[config.mk]
export PLATFORM = sky130hd
export DESIGN_NAME = calculator_top
export DESIGN_NICKNAME = d
export VERILOG_FILES = /design/src/logic/calc_num_pkg.sv /design/src/logic/calc_op_pkg.sv /design/src/logic/digit_accumulator.sv /design/src/logic/add_sub_unit.sv /design/src/logic/shift_add_multiplier.sv /design/src/logic/calc_controller.sv /design/src/logic/result_display.sv /design/src/logic/calculator_top.sv
export SDC_FILE = /design/constraint.sdc
export NUM_CORES = 1
export LEC_CHECK = 0
export ABC_AREA = 1
export BUFFER_PORTS_ARGS = -buffer_cell sky130_fd_sc_hd__buf_2
export CAP_MARGIN = 40
export CORE_MARGIN = 1
export CORE_UTILIZATION = 60
export CTS_CLUSTER_DIAMETER = 50
export DETAILED_ROUTE_END_ITERATION = 8
export PLACE_DENSITY = 0.83
export SYNTH_ARGS = -nofsm -noshare
export SYNTH_HDL_FRONTEND = slang
export SYNTH_HIERARCHICAL = 1
export SYNTH_SLANG_ARGS = --single-unit
[constraint.sdc]
create_clock -name clk -period 6.8 [get_ports clk]
set_input_delay 0.68 -clock clk [delete_from_list [all_inputs] [get_ports clk]]
set_output_delay 0.68 -clock clk [all_outputs]
set_load 0.01 [all_outputs]
[src/logic/calc_num_pkg.sv]
package calc_num_pkg;

    // Keypad digit code width
    parameter int DIGIT_WIDTH = 4;

    // Each new digit scales the running value by this base
    parameter int DECIMAL_BASE = 10;

    // Operand and result width unless the top level overrides it
    parameter int DEFAULT_DATA_WIDTH = 16;

endpackage

[src/logic/calc_op_pkg.sv]
package calc_op_pkg;

    // Width of the one-hot operator code
    parameter int OP_WIDTH = 3;

    // Any code other than the three below is not an operator
    typedef logic [OP_WIDTH-1:0] op_t;

    parameter op_t OP_ADD = 3'b001;     // Addition
    parameter op_t OP_SUB = 3'b010;     // Subtraction
    parameter op_t OP_MUL = 3'b100;     // Multiplication

endpackage

[src/logic/digit_accumulator.sv]
module digit_accumulator import calc_num_pkg::*; #(
    parameter int DATA_WIDTH = DEFAULT_DATA_WIDTH
) (
    input  logic                   clk,
    input  logic                   nRST,
    input  logic                   digit_en,           // One-cycle digit strobe
    input  logic                   clear,              // Start a fresh operand
    input  logic [DIGIT_WIDTH-1:0] keypad_input,
    output logic [DATA_WIDTH-1:0]  value
);

    logic                  digit_valid;
    logic [DATA_WIDTH-1:0] digit_ext;
    logic [DATA_WIDTH-1:0] times_ten;
    logic [DATA_WIDTH-1:0] next_value;

    // Codes ten and above are not decimal digits
    assign digit_valid = (keypad_input < DIGIT_WIDTH'(DECIMAL_BASE));
    assign digit_ext   = DATA_WIDTH'(keypad_input);

    // x*10 built as x*8 + x*2, wraps at DATA_WIDTH
    assign times_ten  = (value << 3) + (value << 1);
    assign next_value = times_ten + digit_ext;

    always_ff @(posedge clk or negedge nRST) begin
        if (!nRST) begin
            value <= '0;
        end else if (clear) begin
            // A digit arriving with clear becomes the whole new operand
            if (digit_en && digit_valid) begin
                value <= digit_ext;
            end else begin
                value <= '0;
            end
        end else if (digit_en && digit_valid) begin
            value <= next_value;                       // Append digit on the right
        end
    end

endmodule

[src/logic/add_sub_unit.sv]
module add_sub_unit import calc_num_pkg::*; #(
    parameter int DATA_WIDTH = DEFAULT_DATA_WIDTH
) (
    input  logic                  clk,
    input  logic                  nRST,
    input  logic                  start,              // One-cycle start pulse
    input  logic                  subtract,           // 1 selects in_a - in_b
    input  logic [DATA_WIDTH-1:0] in_a,
    input  logic [DATA_WIDTH-1:0] in_b,
    output logic [DATA_WIDTH-1:0] result,
    output logic                  finish
);

    logic [DATA_WIDTH-1:0] sum_diff;

    // Both paths wrap modulo 2**DATA_WIDTH
    assign sum_diff = subtract ? (in_a - in_b) : (in_a + in_b);

    always_ff @(posedge clk) begin
        if (start) begin
            result <= sum_diff;                        // Captured with the start edge
        end
    end

    always_ff @(posedge clk or negedge nRST) begin
        if (!nRST) begin
            finish <= 1'b0;
        end else begin
            finish <= start;                           // Result valid next cycle
        end
    end

endmodule

[src/logic/shift_add_multiplier.sv]
module shift_add_multiplier import calc_num_pkg::*; #(
    parameter int DATA_WIDTH = DEFAULT_DATA_WIDTH
) (
    input  logic                  clk,
    input  logic                  nRST,
    input  logic                  start,              // One-cycle start pulse
    input  logic [DATA_WIDTH-1:0] in_a,
    input  logic [DATA_WIDTH-1:0] in_b,
    output logic [DATA_WIDTH-1:0] result,
    output logic                  finish
);

    localparam int CNT_W = (DATA_WIDTH > 2) ? $clog2(DATA_WIDTH) : 1;

    logic [DATA_WIDTH-1:0] product;
    logic [DATA_WIDTH-1:0] mcand;                      // Multiplicand, shifted left
    logic [DATA_WIDTH-1:0] mplier;                     // Multiplier, shifted right
    logic [CNT_W-1:0]      remaining;                  // Iterations still to run
    logic                  busy;

    // The start edge already handles bit 0, so DATA_WIDTH-1 steps follow
    always_ff @(posedge clk) begin
        if (start) begin
            product <= in_b[0] ? in_a : '0;
            mcand   <= in_a << 1;
            mplier  <= in_b >> 1;
        end else if (busy) begin
            if (mplier[0]) begin
                product <= product + mcand;            // Low bits only, wraps
            end
            mcand  <= mcand << 1;
            mplier <= mplier >> 1;
        end
    end

    always_ff @(posedge clk or negedge nRST) begin
        if (!nRST) begin
            busy      <= 1'b0;
            remaining <= '0;
            finish    <= 1'b0;
        end else begin
            finish <= 1'b0;
            if (start) begin
                busy      <= 1'b1;
                remaining <= CNT_W'(DATA_WIDTH - 1);
            end else if (busy) begin
                remaining <= remaining - CNT_W'(1);
                if (remaining == CNT_W'(1)) begin
                    busy   <= 1'b0;
                    finish <= 1'b1;                    // Lands DATA_WIDTH cycles after start
                end
            end
        end
    end

    assign result = product;

endmodule

[src/logic/calc_controller.sv]
module calc_controller import calc_op_pkg::*; (
    input  logic clk,
    input  logic nRST,
    input  logic read_input,            // Digit strobe
    input  op_t  operator_input,
    input  logic equal_input,           // Equal strobe
    input  logic addsub_finish,
    input  logic mult_finish,
    output logic digit_en_a,
    output logic digit_en_b,
    output logic clear_operands,
    output logic start_addsub,
    output logic subtract,
    output logic start_mult,
    output logic clear_result
);

    typedef enum logic [1:0] {
        ENTER_FIRST  = 2'd0,
        ENTER_SECOND = 2'd1,
        BUSY         = 2'd2,
        SHOWN        = 2'd3
    } state_t;

    state_t state_q;
    state_t state_d;
    op_t    op_q;                       // Operator accepted during first entry
    logic   op_valid;
    logic   start_addsub_d;
    logic   start_mult_d;

    // Only the three one-hot codes count as operators
    assign op_valid = (operator_input == OP_ADD) ||
                      (operator_input == OP_SUB) ||
                      (operator_input == OP_MUL);

    always_comb begin
        state_d        = state_q;
        start_addsub_d = 1'b0;
        start_mult_d   = 1'b0;
        case (state_q)
            ENTER_FIRST: begin
                if (op_valid) begin
                    state_d = ENTER_SECOND;
                end
            end
            ENTER_SECOND: begin
                if (equal_input) begin
                    state_d        = BUSY;
                    start_mult_d   = (op_q == OP_MUL);
                    start_addsub_d = (op_q != OP_MUL);
                end
            end
            BUSY: begin
                // Strobes are dropped here until a unit reports back
                if (addsub_finish || mult_finish) begin
                    state_d = SHOWN;
                end
            end
            SHOWN: begin
                if (read_input) begin
                    state_d = ENTER_FIRST;     // That digit starts operand A
                end
            end
            default: begin
                state_d = ENTER_FIRST;
            end
        endcase
    end

    always_ff @(posedge clk or negedge nRST) begin
        if (!nRST) begin
            state_q      <= ENTER_FIRST;
            op_q         <= OP_ADD;
            start_addsub <= 1'b0;
            start_mult   <= 1'b0;
        end else begin
            state_q      <= state_d;
            start_addsub <= start_addsub_d;   // Start issued the cycle after equal
            start_mult   <= start_mult_d;
            if (state_q == ENTER_FIRST && op_valid) begin
                op_q <= operator_input;
            end
        end
    end

    assign subtract = (op_q == OP_SUB);

    // Digit routing acts in the same cycle as the strobe
    assign digit_en_a     = read_input && (state_q == ENTER_FIRST || state_q == SHOWN);
    assign digit_en_b     = read_input && (state_q == ENTER_SECOND);
    assign clear_operands = read_input && (state_q == SHOWN);
    assign clear_result   = read_input && (state_q == SHOWN);

endmodule

[src/logic/result_display.sv]
module result_display import calc_num_pkg::*; #(
    parameter int DATA_WIDTH = DEFAULT_DATA_WIDTH
) (
    input  logic                  clk,
    input  logic                  nRST,
    input  logic                  addsub_finish,
    input  logic                  mult_finish,
    input  logic                  clear_result,
    input  logic [DATA_WIDTH-1:0] addsub_result,
    input  logic [DATA_WIDTH-1:0] mult_result,
    output logic [DATA_WIDTH-1:0] display_output,
    output logic                  complete
);

    logic                  any_finish;
    logic [DATA_WIDTH-1:0] finished_value;

    assign any_finish     = addsub_finish || mult_finish;
    assign finished_value = mult_finish ? mult_result : addsub_result;

    always_ff @(posedge clk or negedge nRST) begin
        if (!nRST) begin
            display_output <= '0;
            complete       <= 1'b0;
        end else if (any_finish) begin
            display_output <= finished_value;
            complete       <= 1'b1;                    // Held until the next entry
        end else if (clear_result) begin
            complete <= 1'b0;                          // Display keeps the last result
        end
    end

endmodule

[src/logic/calculator_top.sv]
module calculator_top import calc_num_pkg::*; import calc_op_pkg::*; #(
    parameter int DATA_WIDTH = DEFAULT_DATA_WIDTH
) (
    input  logic                   clk,
    input  logic                   nRST,
    input  logic [DIGIT_WIDTH-1:0] keypad_input,
    input  logic                   read_input,
    input  op_t                    operator_input,
    input  logic                   equal_input,
    output logic                   complete,
    output logic [DATA_WIDTH-1:0]  display_output
);

    logic                  digit_en_a;
    logic                  digit_en_b;
    logic                  clear_operands;
    logic                  start_addsub;
    logic                  subtract;
    logic                  start_mult;
    logic                  clear_result;
    logic [DATA_WIDTH-1:0] value_a;
    logic [DATA_WIDTH-1:0] value_b;
    logic [DATA_WIDTH-1:0] addsub_result;
    logic                  addsub_finish;
    logic [DATA_WIDTH-1:0] mult_result;
    logic                  mult_finish;

    calc_controller u_controller (
        .clk            (clk),
        .nRST           (nRST),
        .read_input     (read_input),
        .operator_input (operator_input),
        .equal_input    (equal_input),
        .addsub_finish  (addsub_finish),
        .mult_finish    (mult_finish),
        .digit_en_a     (digit_en_a),
        .digit_en_b     (digit_en_b),
        .clear_operands (clear_operands),
        .start_addsub   (start_addsub),
        .subtract       (subtract),
        .start_mult     (start_mult),
        .clear_result   (clear_result)
    );

    digit_accumulator #(.DATA_WIDTH(DATA_WIDTH)) operand_a (
        .clk          (clk),
        .nRST         (nRST),
        .digit_en     (digit_en_a),
        .clear        (clear_operands),
        .keypad_input (keypad_input),
        .value        (value_a)
    );

    digit_accumulator #(.DATA_WIDTH(DATA_WIDTH)) operand_b (
        .clk          (clk),
        .nRST         (nRST),
        .digit_en     (digit_en_b),
        .clear        (clear_operands),
        .keypad_input (keypad_input),
        .value        (value_b)
    );

    add_sub_unit #(.DATA_WIDTH(DATA_WIDTH)) u_add_sub (
        .clk      (clk),
        .nRST     (nRST),
        .start    (start_addsub),
        .subtract (subtract),
        .in_a     (value_a),
        .in_b     (value_b),
        .result   (addsub_result),
        .finish   (addsub_finish)
    );

    shift_add_multiplier #(.DATA_WIDTH(DATA_WIDTH)) u_multiplier (
        .clk    (clk),
        .nRST   (nRST),
        .start  (start_mult),
        .in_a   (value_a),
        .in_b   (value_b),
        .result (mult_result),
        .finish (mult_finish)
    );

    result_display #(.DATA_WIDTH(DATA_WIDTH)) u_display (
        .clk            (clk),
        .nRST           (nRST),
        .addsub_finish  (addsub_finish),
        .mult_finish    (mult_finish),
        .clear_result   (clear_result),
        .addsub_result  (addsub_result),
        .mult_result    (mult_result),
        .display_output (display_output),
        .complete       (complete)
    );

endmodule

==> results of run 1 <==
-- worst max-delay path by stage --
stage,startpoint,to,slack [ns],depth (start not counted)
global placement,u_controller/op_q[2]$_DFFE_PN0P_,u_add_sub/result[11]$_DFFE_PP_,3.65,15
floorplan,operand_b/value[0]$_DFFE_PN0P_,u_add_sub/result[13]$_DFFE_PP_,4.35,17
finish,operand_b/value[0]$_DFFE_PN0P_,u_add_sub/result[13]$_DFFE_PP_,3.73,17
detailed placement,operand_b/value[0]$_DFFE_PN0P_,u_add_sub/result[13]$_DFFE_PP_,3.79,17
global route,operand_b/value[0]$_DFFE_PN0P_,u_add_sub/result[13]$_DFFE_PP_,3.58,17
CTS,operand_b/value[0]$_DFFE_PN0P_,u_add_sub/result[13]$_DFFE_PP_,3.77,17
-- final cells by class --
| cell class | instances | area [µm²] | area share |
|---|---|---|---|
| clock buffers | 22 | 485 | 0.0463 |
| clock inverters | 10 | 98.8 | 0.00942 |
| inverters | 200 | 756 | 0.0720 |
| multi-input cells | 952 | 5280 | 0.503 |
| flip-flops and latches | 125 | 3440 | 0.328 |
| well taps | 211 | 264 | 0.0252 |
| repair buffers | 32 | 170 | 0.0162 |
-- through the flow --
step,cells,hold slack [ns]
finish,1552,0.429
global route,1552,0.500
CTS,1552,0.455
detailed placement,1520,0.465
global placement,1519,0.452
floorplan,1299,0.384
-- metal layers --
layer  global-route usage  vias up
li1                     -     4228
met1                0.375     3885
met2                0.512      328
met3               0.0565       64
met4                0.140        0
met5                    0        -
-- power by group through the flow --
stage / Combinational, W / Sequential, W / Clock (W)
after floorplan: 0.00283 / 0.00152 / 0
after global placement: 0.00344 / 0.00165 / 0
after detailed placement: 0.00356 / 0.00166 / 0
after CTS: 0.00359 / 0.00165 / 0.000912
after global routing: 0.00413 / 0.00169 / 0.000943
final: 0.00361 / 0.00165 / 0.000901
-- cells in the final DEF (no fill, tap or decap), types with 7 or more instances in the layout --
master,n
nor2_2,16
inv_1,180
xor2_1,19
edfxtp_1,62
clkbuf_16,18
ha_1,89
nor2_1,61
nand3_1,109
nand2_1,462
nand4_1,12
buf_2,28
o21ai_1,24
o21ai_0,27
dfrtp_1,62
xnor2_1,8
o21ai_2,7
nand2_2,24
a21oi_1,42
inv_2,17
-- state kept, by name, indices dropped and copies added (netlist names) --
register,count
u_multiplier/mplier,15
u_add_sub/result,16
u_controller/start_mult,1
operand_b/value,16
u_display/display_output,16
u_multiplier/remaining,4
u_controller/op_q,3
u_controller/start_addsub,1
u_multiplier/mcand,15
u_multiplier/finish,1
u_display/complete,1
operand_a/value,16
u_multiplier/busy,1
u_controller/state_q,2
u_multiplier/result,16
u_add_sub/finish,1
-- worst max-delay path, delay by kind of cell, from the launching register on --
family,cells,cell delay [ns]
compound gates,2,0.33
xor+xnor,1,0.16
fa+ha+maj,2,0.52
buf+inv,4,0.36
flops,1,0.61
simple gates,8,0.84
-- kinds of logic after synthesis --
group                      synth area share
buffers and inverters                0.0938
and+or+nand+nor                       0.330
DFF                                   0.358
muxes                               0.00208
AOI/OAI and AO/OA                    0.0641
adders and majority gates             0.128
xor gates and xnor gates             0.0246
==> results.json, run 1 <==
{
  "status": "completed",
  "yosys_warnings": 6,
  "r2r-end": "u_add_sub/result[13]$_DFFE_PP_",
  "drive_gt1_frac": 0.112,
  "grt_pass1_vias": 8076,
  "drt_iter0_markers": 746,
  "wl_per_cell_um": 15.1,
  "grt_max_degree": 64,
  "vdd_drop_max_v": 0.000316,
  "cts_htree_levels": 4,
  "setup_slack_ns": 3.73,
  "die_w_um": 129,
  "max_stage_delay_ns": 0.61,
  "area.growth.synth_to_final_pct": 9.07,
  "num-nets-final": 1434,
  "wl_met2_um": 11200,
  "track_usage": 0.302,
  "seqPwrFrac": 0.268,
  "syn_area_per_cell_um2": 7.40,
  "endpoint_kind": "flop",
  "fin_crit_ns": 3.07,
  "grt_overflow": 0,
  "cp_common_cell": "nand2_1",
  "cts_made_buffers": 17,
  "start_kind": "flop",
  "portBuffers": 27,
  "diodes": 0,
  "async_flop_share": 0.504,
  "synth_cell_types": 48,
  "ff2ff_path_depth": 17,
  "cp_slowest_cell": "dfrtp_1",
  "worstReg2RegStart": "operand_b/value[0]$_DFFE_PN0P_",
  "ios": 28,
  "synth-seq-cells": 125,
  "yosys.cell_count.top_type": "nand2_1",
  "r2r_slack_ns": 3.73,
  "ys_seq_area_frac": 0.358,
  "grt_pass1_wl_um": 38600,
  "cts_tree": "done",
  "wl_met1_um": 9870,
  "initial_utilization": 0.623,
  "clk_path_buf_depth": 2,
  "viasPerCell": 5.48,
  "syn_nets": 1405,
  "cts_root_buf": "clkbuf_16",
  "worstPathMaxFanout": 14,
  "postCtsHoldBufs": 0,
  "drv_cap": 0,
  "gp_congestion": 0.919,
  "vias": 8505,
  "cp_cell_sequence": "inv_1 -> ha_1 -> nand2_1 -> nor2_2 -> inv_2 -> o21ai_1 -> xor2_1 -> inv_1 -> ha_1 -> nand2_1 -> inv_2 -> a21oi_2 -> nor2_1 -> nor2_1 -> nand2_1 -> nand2_1 -> nand2_1",
  "tightest_slew_ns": 0.872,
  "clkPwrFrac": 0.146,
  "utilization": 0.680,
  "power_w": 0.00617,
  "tns_ns": 0,
  "p_sw_frac": 0.489,
  "yosys-top-cells-area": "edfxtp_1 19%, nand2_1 18%, dfrtp_1 16%",
  "power_density_nw_per_um2": 588,
  "met3_length_um": 1460,
  "synth-edff-count": 62,
  "criticalPathCategory": "flop to flop",
  "synth.largest_area_cell": "edfxtp_1",
  "stdcell_area_um2": 10500,
  "cts_resized": 0,
  "fmax_mhz": 326,
  "antenna_found_initial": 0,
  "hold_path.class": "primary input to async pin",
  "min_period_over_period": 0.451,
  "rsz0062_at_grt": "false",
  "place_area_um2": 9910,
  "die_height_um": 129,
  "setup_viol": 0,
  "fillers": 1291,
  "dp_hpwl_um": 17600,
  "clk_pin_slew_worst_paths_ns": 0.06,
  "drc": 0,
  "core_area_um2": 15400,
  "yosysTopAreaCellShare": 0.194,
  "ant_nets": 0,
  "crit_arrival_ns": 3.25,
  "first_pass_iters": 6,
  "cts_sinks": 125,
  "slew_viol_final": 0,
  "clock_latency_ns": 0.43,
  "wirelength_um": 23400,
  "dp_worst_setup_slack_ns": 3.79,
  "p_comb_frac": 0.586,
  "syn_area_um2": 9620,
  "syn_inst": 1299,
  "worstPathRequired_ns": 6.99,
  "rows": 45,
  "p_leak_nw": 5.60,
  "worst_slew_margin_rel": 0.418,
  "highest_layer": "met4",
  "netlist_top_cells_count": "462 x nand2_1, 180 x inv_1, 109 x nand3_1, 89 x ha_1",
  "internal_power_w": 0.00315,
  "fin_worst_skew_ns": 0.00721,
  "hold_viol_final": 0,
  "cts_setup_buffers": 0,
  "switchingPower_w": 0.00302,
  "die_area_um2": 16500,
  "synth_ff_type": "edfxtp_1"
}
No activity file was read; power rests on OpenSTA's default activity.
==> run 2, diff against run 1 <==
CORE_UTILIZATION = 58   (was 60)
PLACE_DENSITY = 0.84   (was 0.83)
clock period = 2.6 ns   (was 6.8 ns; I/O delays follow)
==> run 2 against run 1 <==
Net effect:
- the flow now finishes with violations (negative setup slack)
- worst setup slack got worse by 3.8 ns
- cell area increased by 4.5%
- critical path depth decreased by 1
- count of clock-buffer cells in the layout increased by 1
- wire length increased by 8.0%
- highest routed layer unchanged
- via count increased by 5.4%
- non-clock buffer count increased by 33
- maximum frequency increased by 14%
- largest cell class unchanged
==> results.json, run 2 (synthesis gave the netlist of run 1 again) <==
{
  "r2r_slack_ns": -0.08,
  "num-nets-final": 1467,
  "rsz0062_at_grt": "true",
  "min_from": "operator_input[0]",
  "clock_latency_ns": 0.42,
  "cts_made_buffers": 17,
  "criticalPathCategory": "flop to flop",
  "grt_pass1_vias": 8114,
  "area.growth.synth_to_final_pct": 14.0,
  "core_area_um2": 16100,
  "ant_nets": 0,
  "fin_worst_skew_ns": 0.0106,
  "grt_overflow": 0,
  "antenna_found_initial": 0,
  "regArea_um2": 3440,
  "diodes": 0,
  "track_usage": 0.297,
  "worstPathMaxFanout": 4,
  "worst_slew_margin_rel": 0.493,
  "drt_iter0_markers": 1002,
  "holdPathEnd": "u_controller/op_q[0]$_DFFE_PN1P_",
  "violations": "negative setup slack",
  "ios": 28,
  "first_pass_iters": 6,
  "drv_cap": 0,
  "dp_worst_setup_slack_ns": 0.0493,
  "layout_common_cells": "452 x nand2_1, 180 x inv_1, 109 x nand3_1, 78 x ha_1, 62 x edfxtp_1",
  "vias": 8965,
  "rows": 46,
  "fillers": 1222,
  "final_common_cell": "nand2_1",
  "hold_viol_final": 0,
  "fmax_mhz": 373,
  "clk_path_buf_depth": 2,
  "start_kind": "flop",
  "worstReg2RegStart": "operand_b/value[0]$_DFFE_PN0P_",
  "hold_depth": 3,
  "clk_pin_slew_worst_paths_ns": 0.06,
  "multi_input_area_um2": 5470,
  "status": "finished with violations",
  "drc": 0,
  "grt_pass1_wl_um": 38600,
  "endpoint_kind": "flop",
  "die_area_um2": 17100,
  "cts_htree_levels": 4,
  "drive_gt1_frac": 0.164,
  "ff2ff_path_depth": 16,
  "wirelength_um": 25300,
  "cts_tree": "done",
  "min_period_over_period": 1.03,
  "hold_path.class": "primary input to flop",
  "fin_crit_ns": 2.68,
  "initial_utilization": 0.599,
  "setup_viol": 3,
  "viasPerCell": 5.64,
  "tightest_slew_ns": 0.760,
  "grt_max_degree": 49,
  "portBuffers": 27,
  "dp_hpwl_um": 17800,
  "gp_congestion": 0.985,
  "r2r-end": "u_add_sub/result[15]$_DFFE_PP_",
  "slew_viol_final": 0,
  "cts_sinks": 125,
  "setup_slack_ns": -0.0826,
  "wl_per_cell_um": 15.9,
  "die_height_um": 131,
  "worstPathRequired_ns": 2.78,
  "cts_root_buf": "clkbuf_16",
  "die_w_um": 131,
  "crit_arrival_ns": 2.87
}
run 2: stage by stage:
step	cells	hold WS (ns)	utilization	TNS, ns	instance area, µm²
final	1590	0.137	0.683	-0.233	11000
after global routing	1590	0.134	0.683	-0.981	11000
after CTS	1580	0.119	0.666	0	10700
after detailed placement	1547	0.366	0.628	0	10100
after global placement	1547	0.350	0.628	0	10100
after floorplan	1299	-0.0356	-	0	9620
run 2: layout make-up:
cell class | instances | area share
clock buffer | 23 | 0.0485
clock inverter | 9 | 0.00605
inverter | 200 | 0.0691
multi-input combinational | 952 | 0.499
timing repair buffer | 65 | 0.0386
sequential | 125 | 0.314
tap | 216 | 0.0246
run 2: worst max path at each step:
stage / start / to / slack [ns] / cells after the start
detailed placement: u_controller/op_q[0]$_DFFE_PN1P_ / u_add_sub/result[15]$_DFFE_PP_ / 0.05 / 16
global route: operand_b/value[0]$_DFFE_PN0P_ / u_add_sub/result[13]$_DFFE_PP_ / -0.20 / 18
CTS: u_controller/op_q[2]$_DFFE_PN0P_ / u_add_sub/result[15]$_DFFE_PP_ / 0.004 / 15
floorplan: operand_b/value[0]$_DFFE_PN0P_ / u_add_sub/result[13]$_DFFE_PP_ / 0.15 / 17
global placement: u_controller/op_q[0]$_DFFE_PN1P_ / u_add_sub/result[11]$_DFFE_PP_ / 0.10 / 16
finish: operand_b/value[0]$_DFFE_PN0P_ / u_add_sub/result[15]$_DFFE_PP_ / -0.08 / 16
run 2: per-layer routing:
layer	global-route usage	vias up	part of all wire
li1	-	4277	-
met2	0.508	462	0.47
met4	0.137	0	0.047
met1	0.366	4109	0.40
met5	0	-	0
met3	0.0513	117	0.082
run 2: worst max-delay path, cell delays in order, from the launching register on:
cell	delay, ns
dfrtp_1	0.39
inv_1	0.11
ha_2	0.22
nand2_2	0.11
nor2_4	0.12
inv_2	0.05
o21ai_2	0.15
xor2_1	0.21
inv_1	0.11
ha_4	0.30
nand2_2	0.08
inv_2	0.10
nand2_1	0.10
nor3_2	0.17
a21oi_1	0.10
nand2_1	0.08
nand2_1	0.05
run 2: timing repair:
action                     in CTS  in global routing
hold endpoints to repair       29                  0
hold buffers                    1                  0
pin swaps                       0                 10
setup endpoints to repair       1                 13
buffers inserted                0                 10
resized for setup               1                 50
Power of run 2 is left out: the tool's default activity adds up to more than one toggle a clock period on the data nets, which glitch-free logic cannot reach.
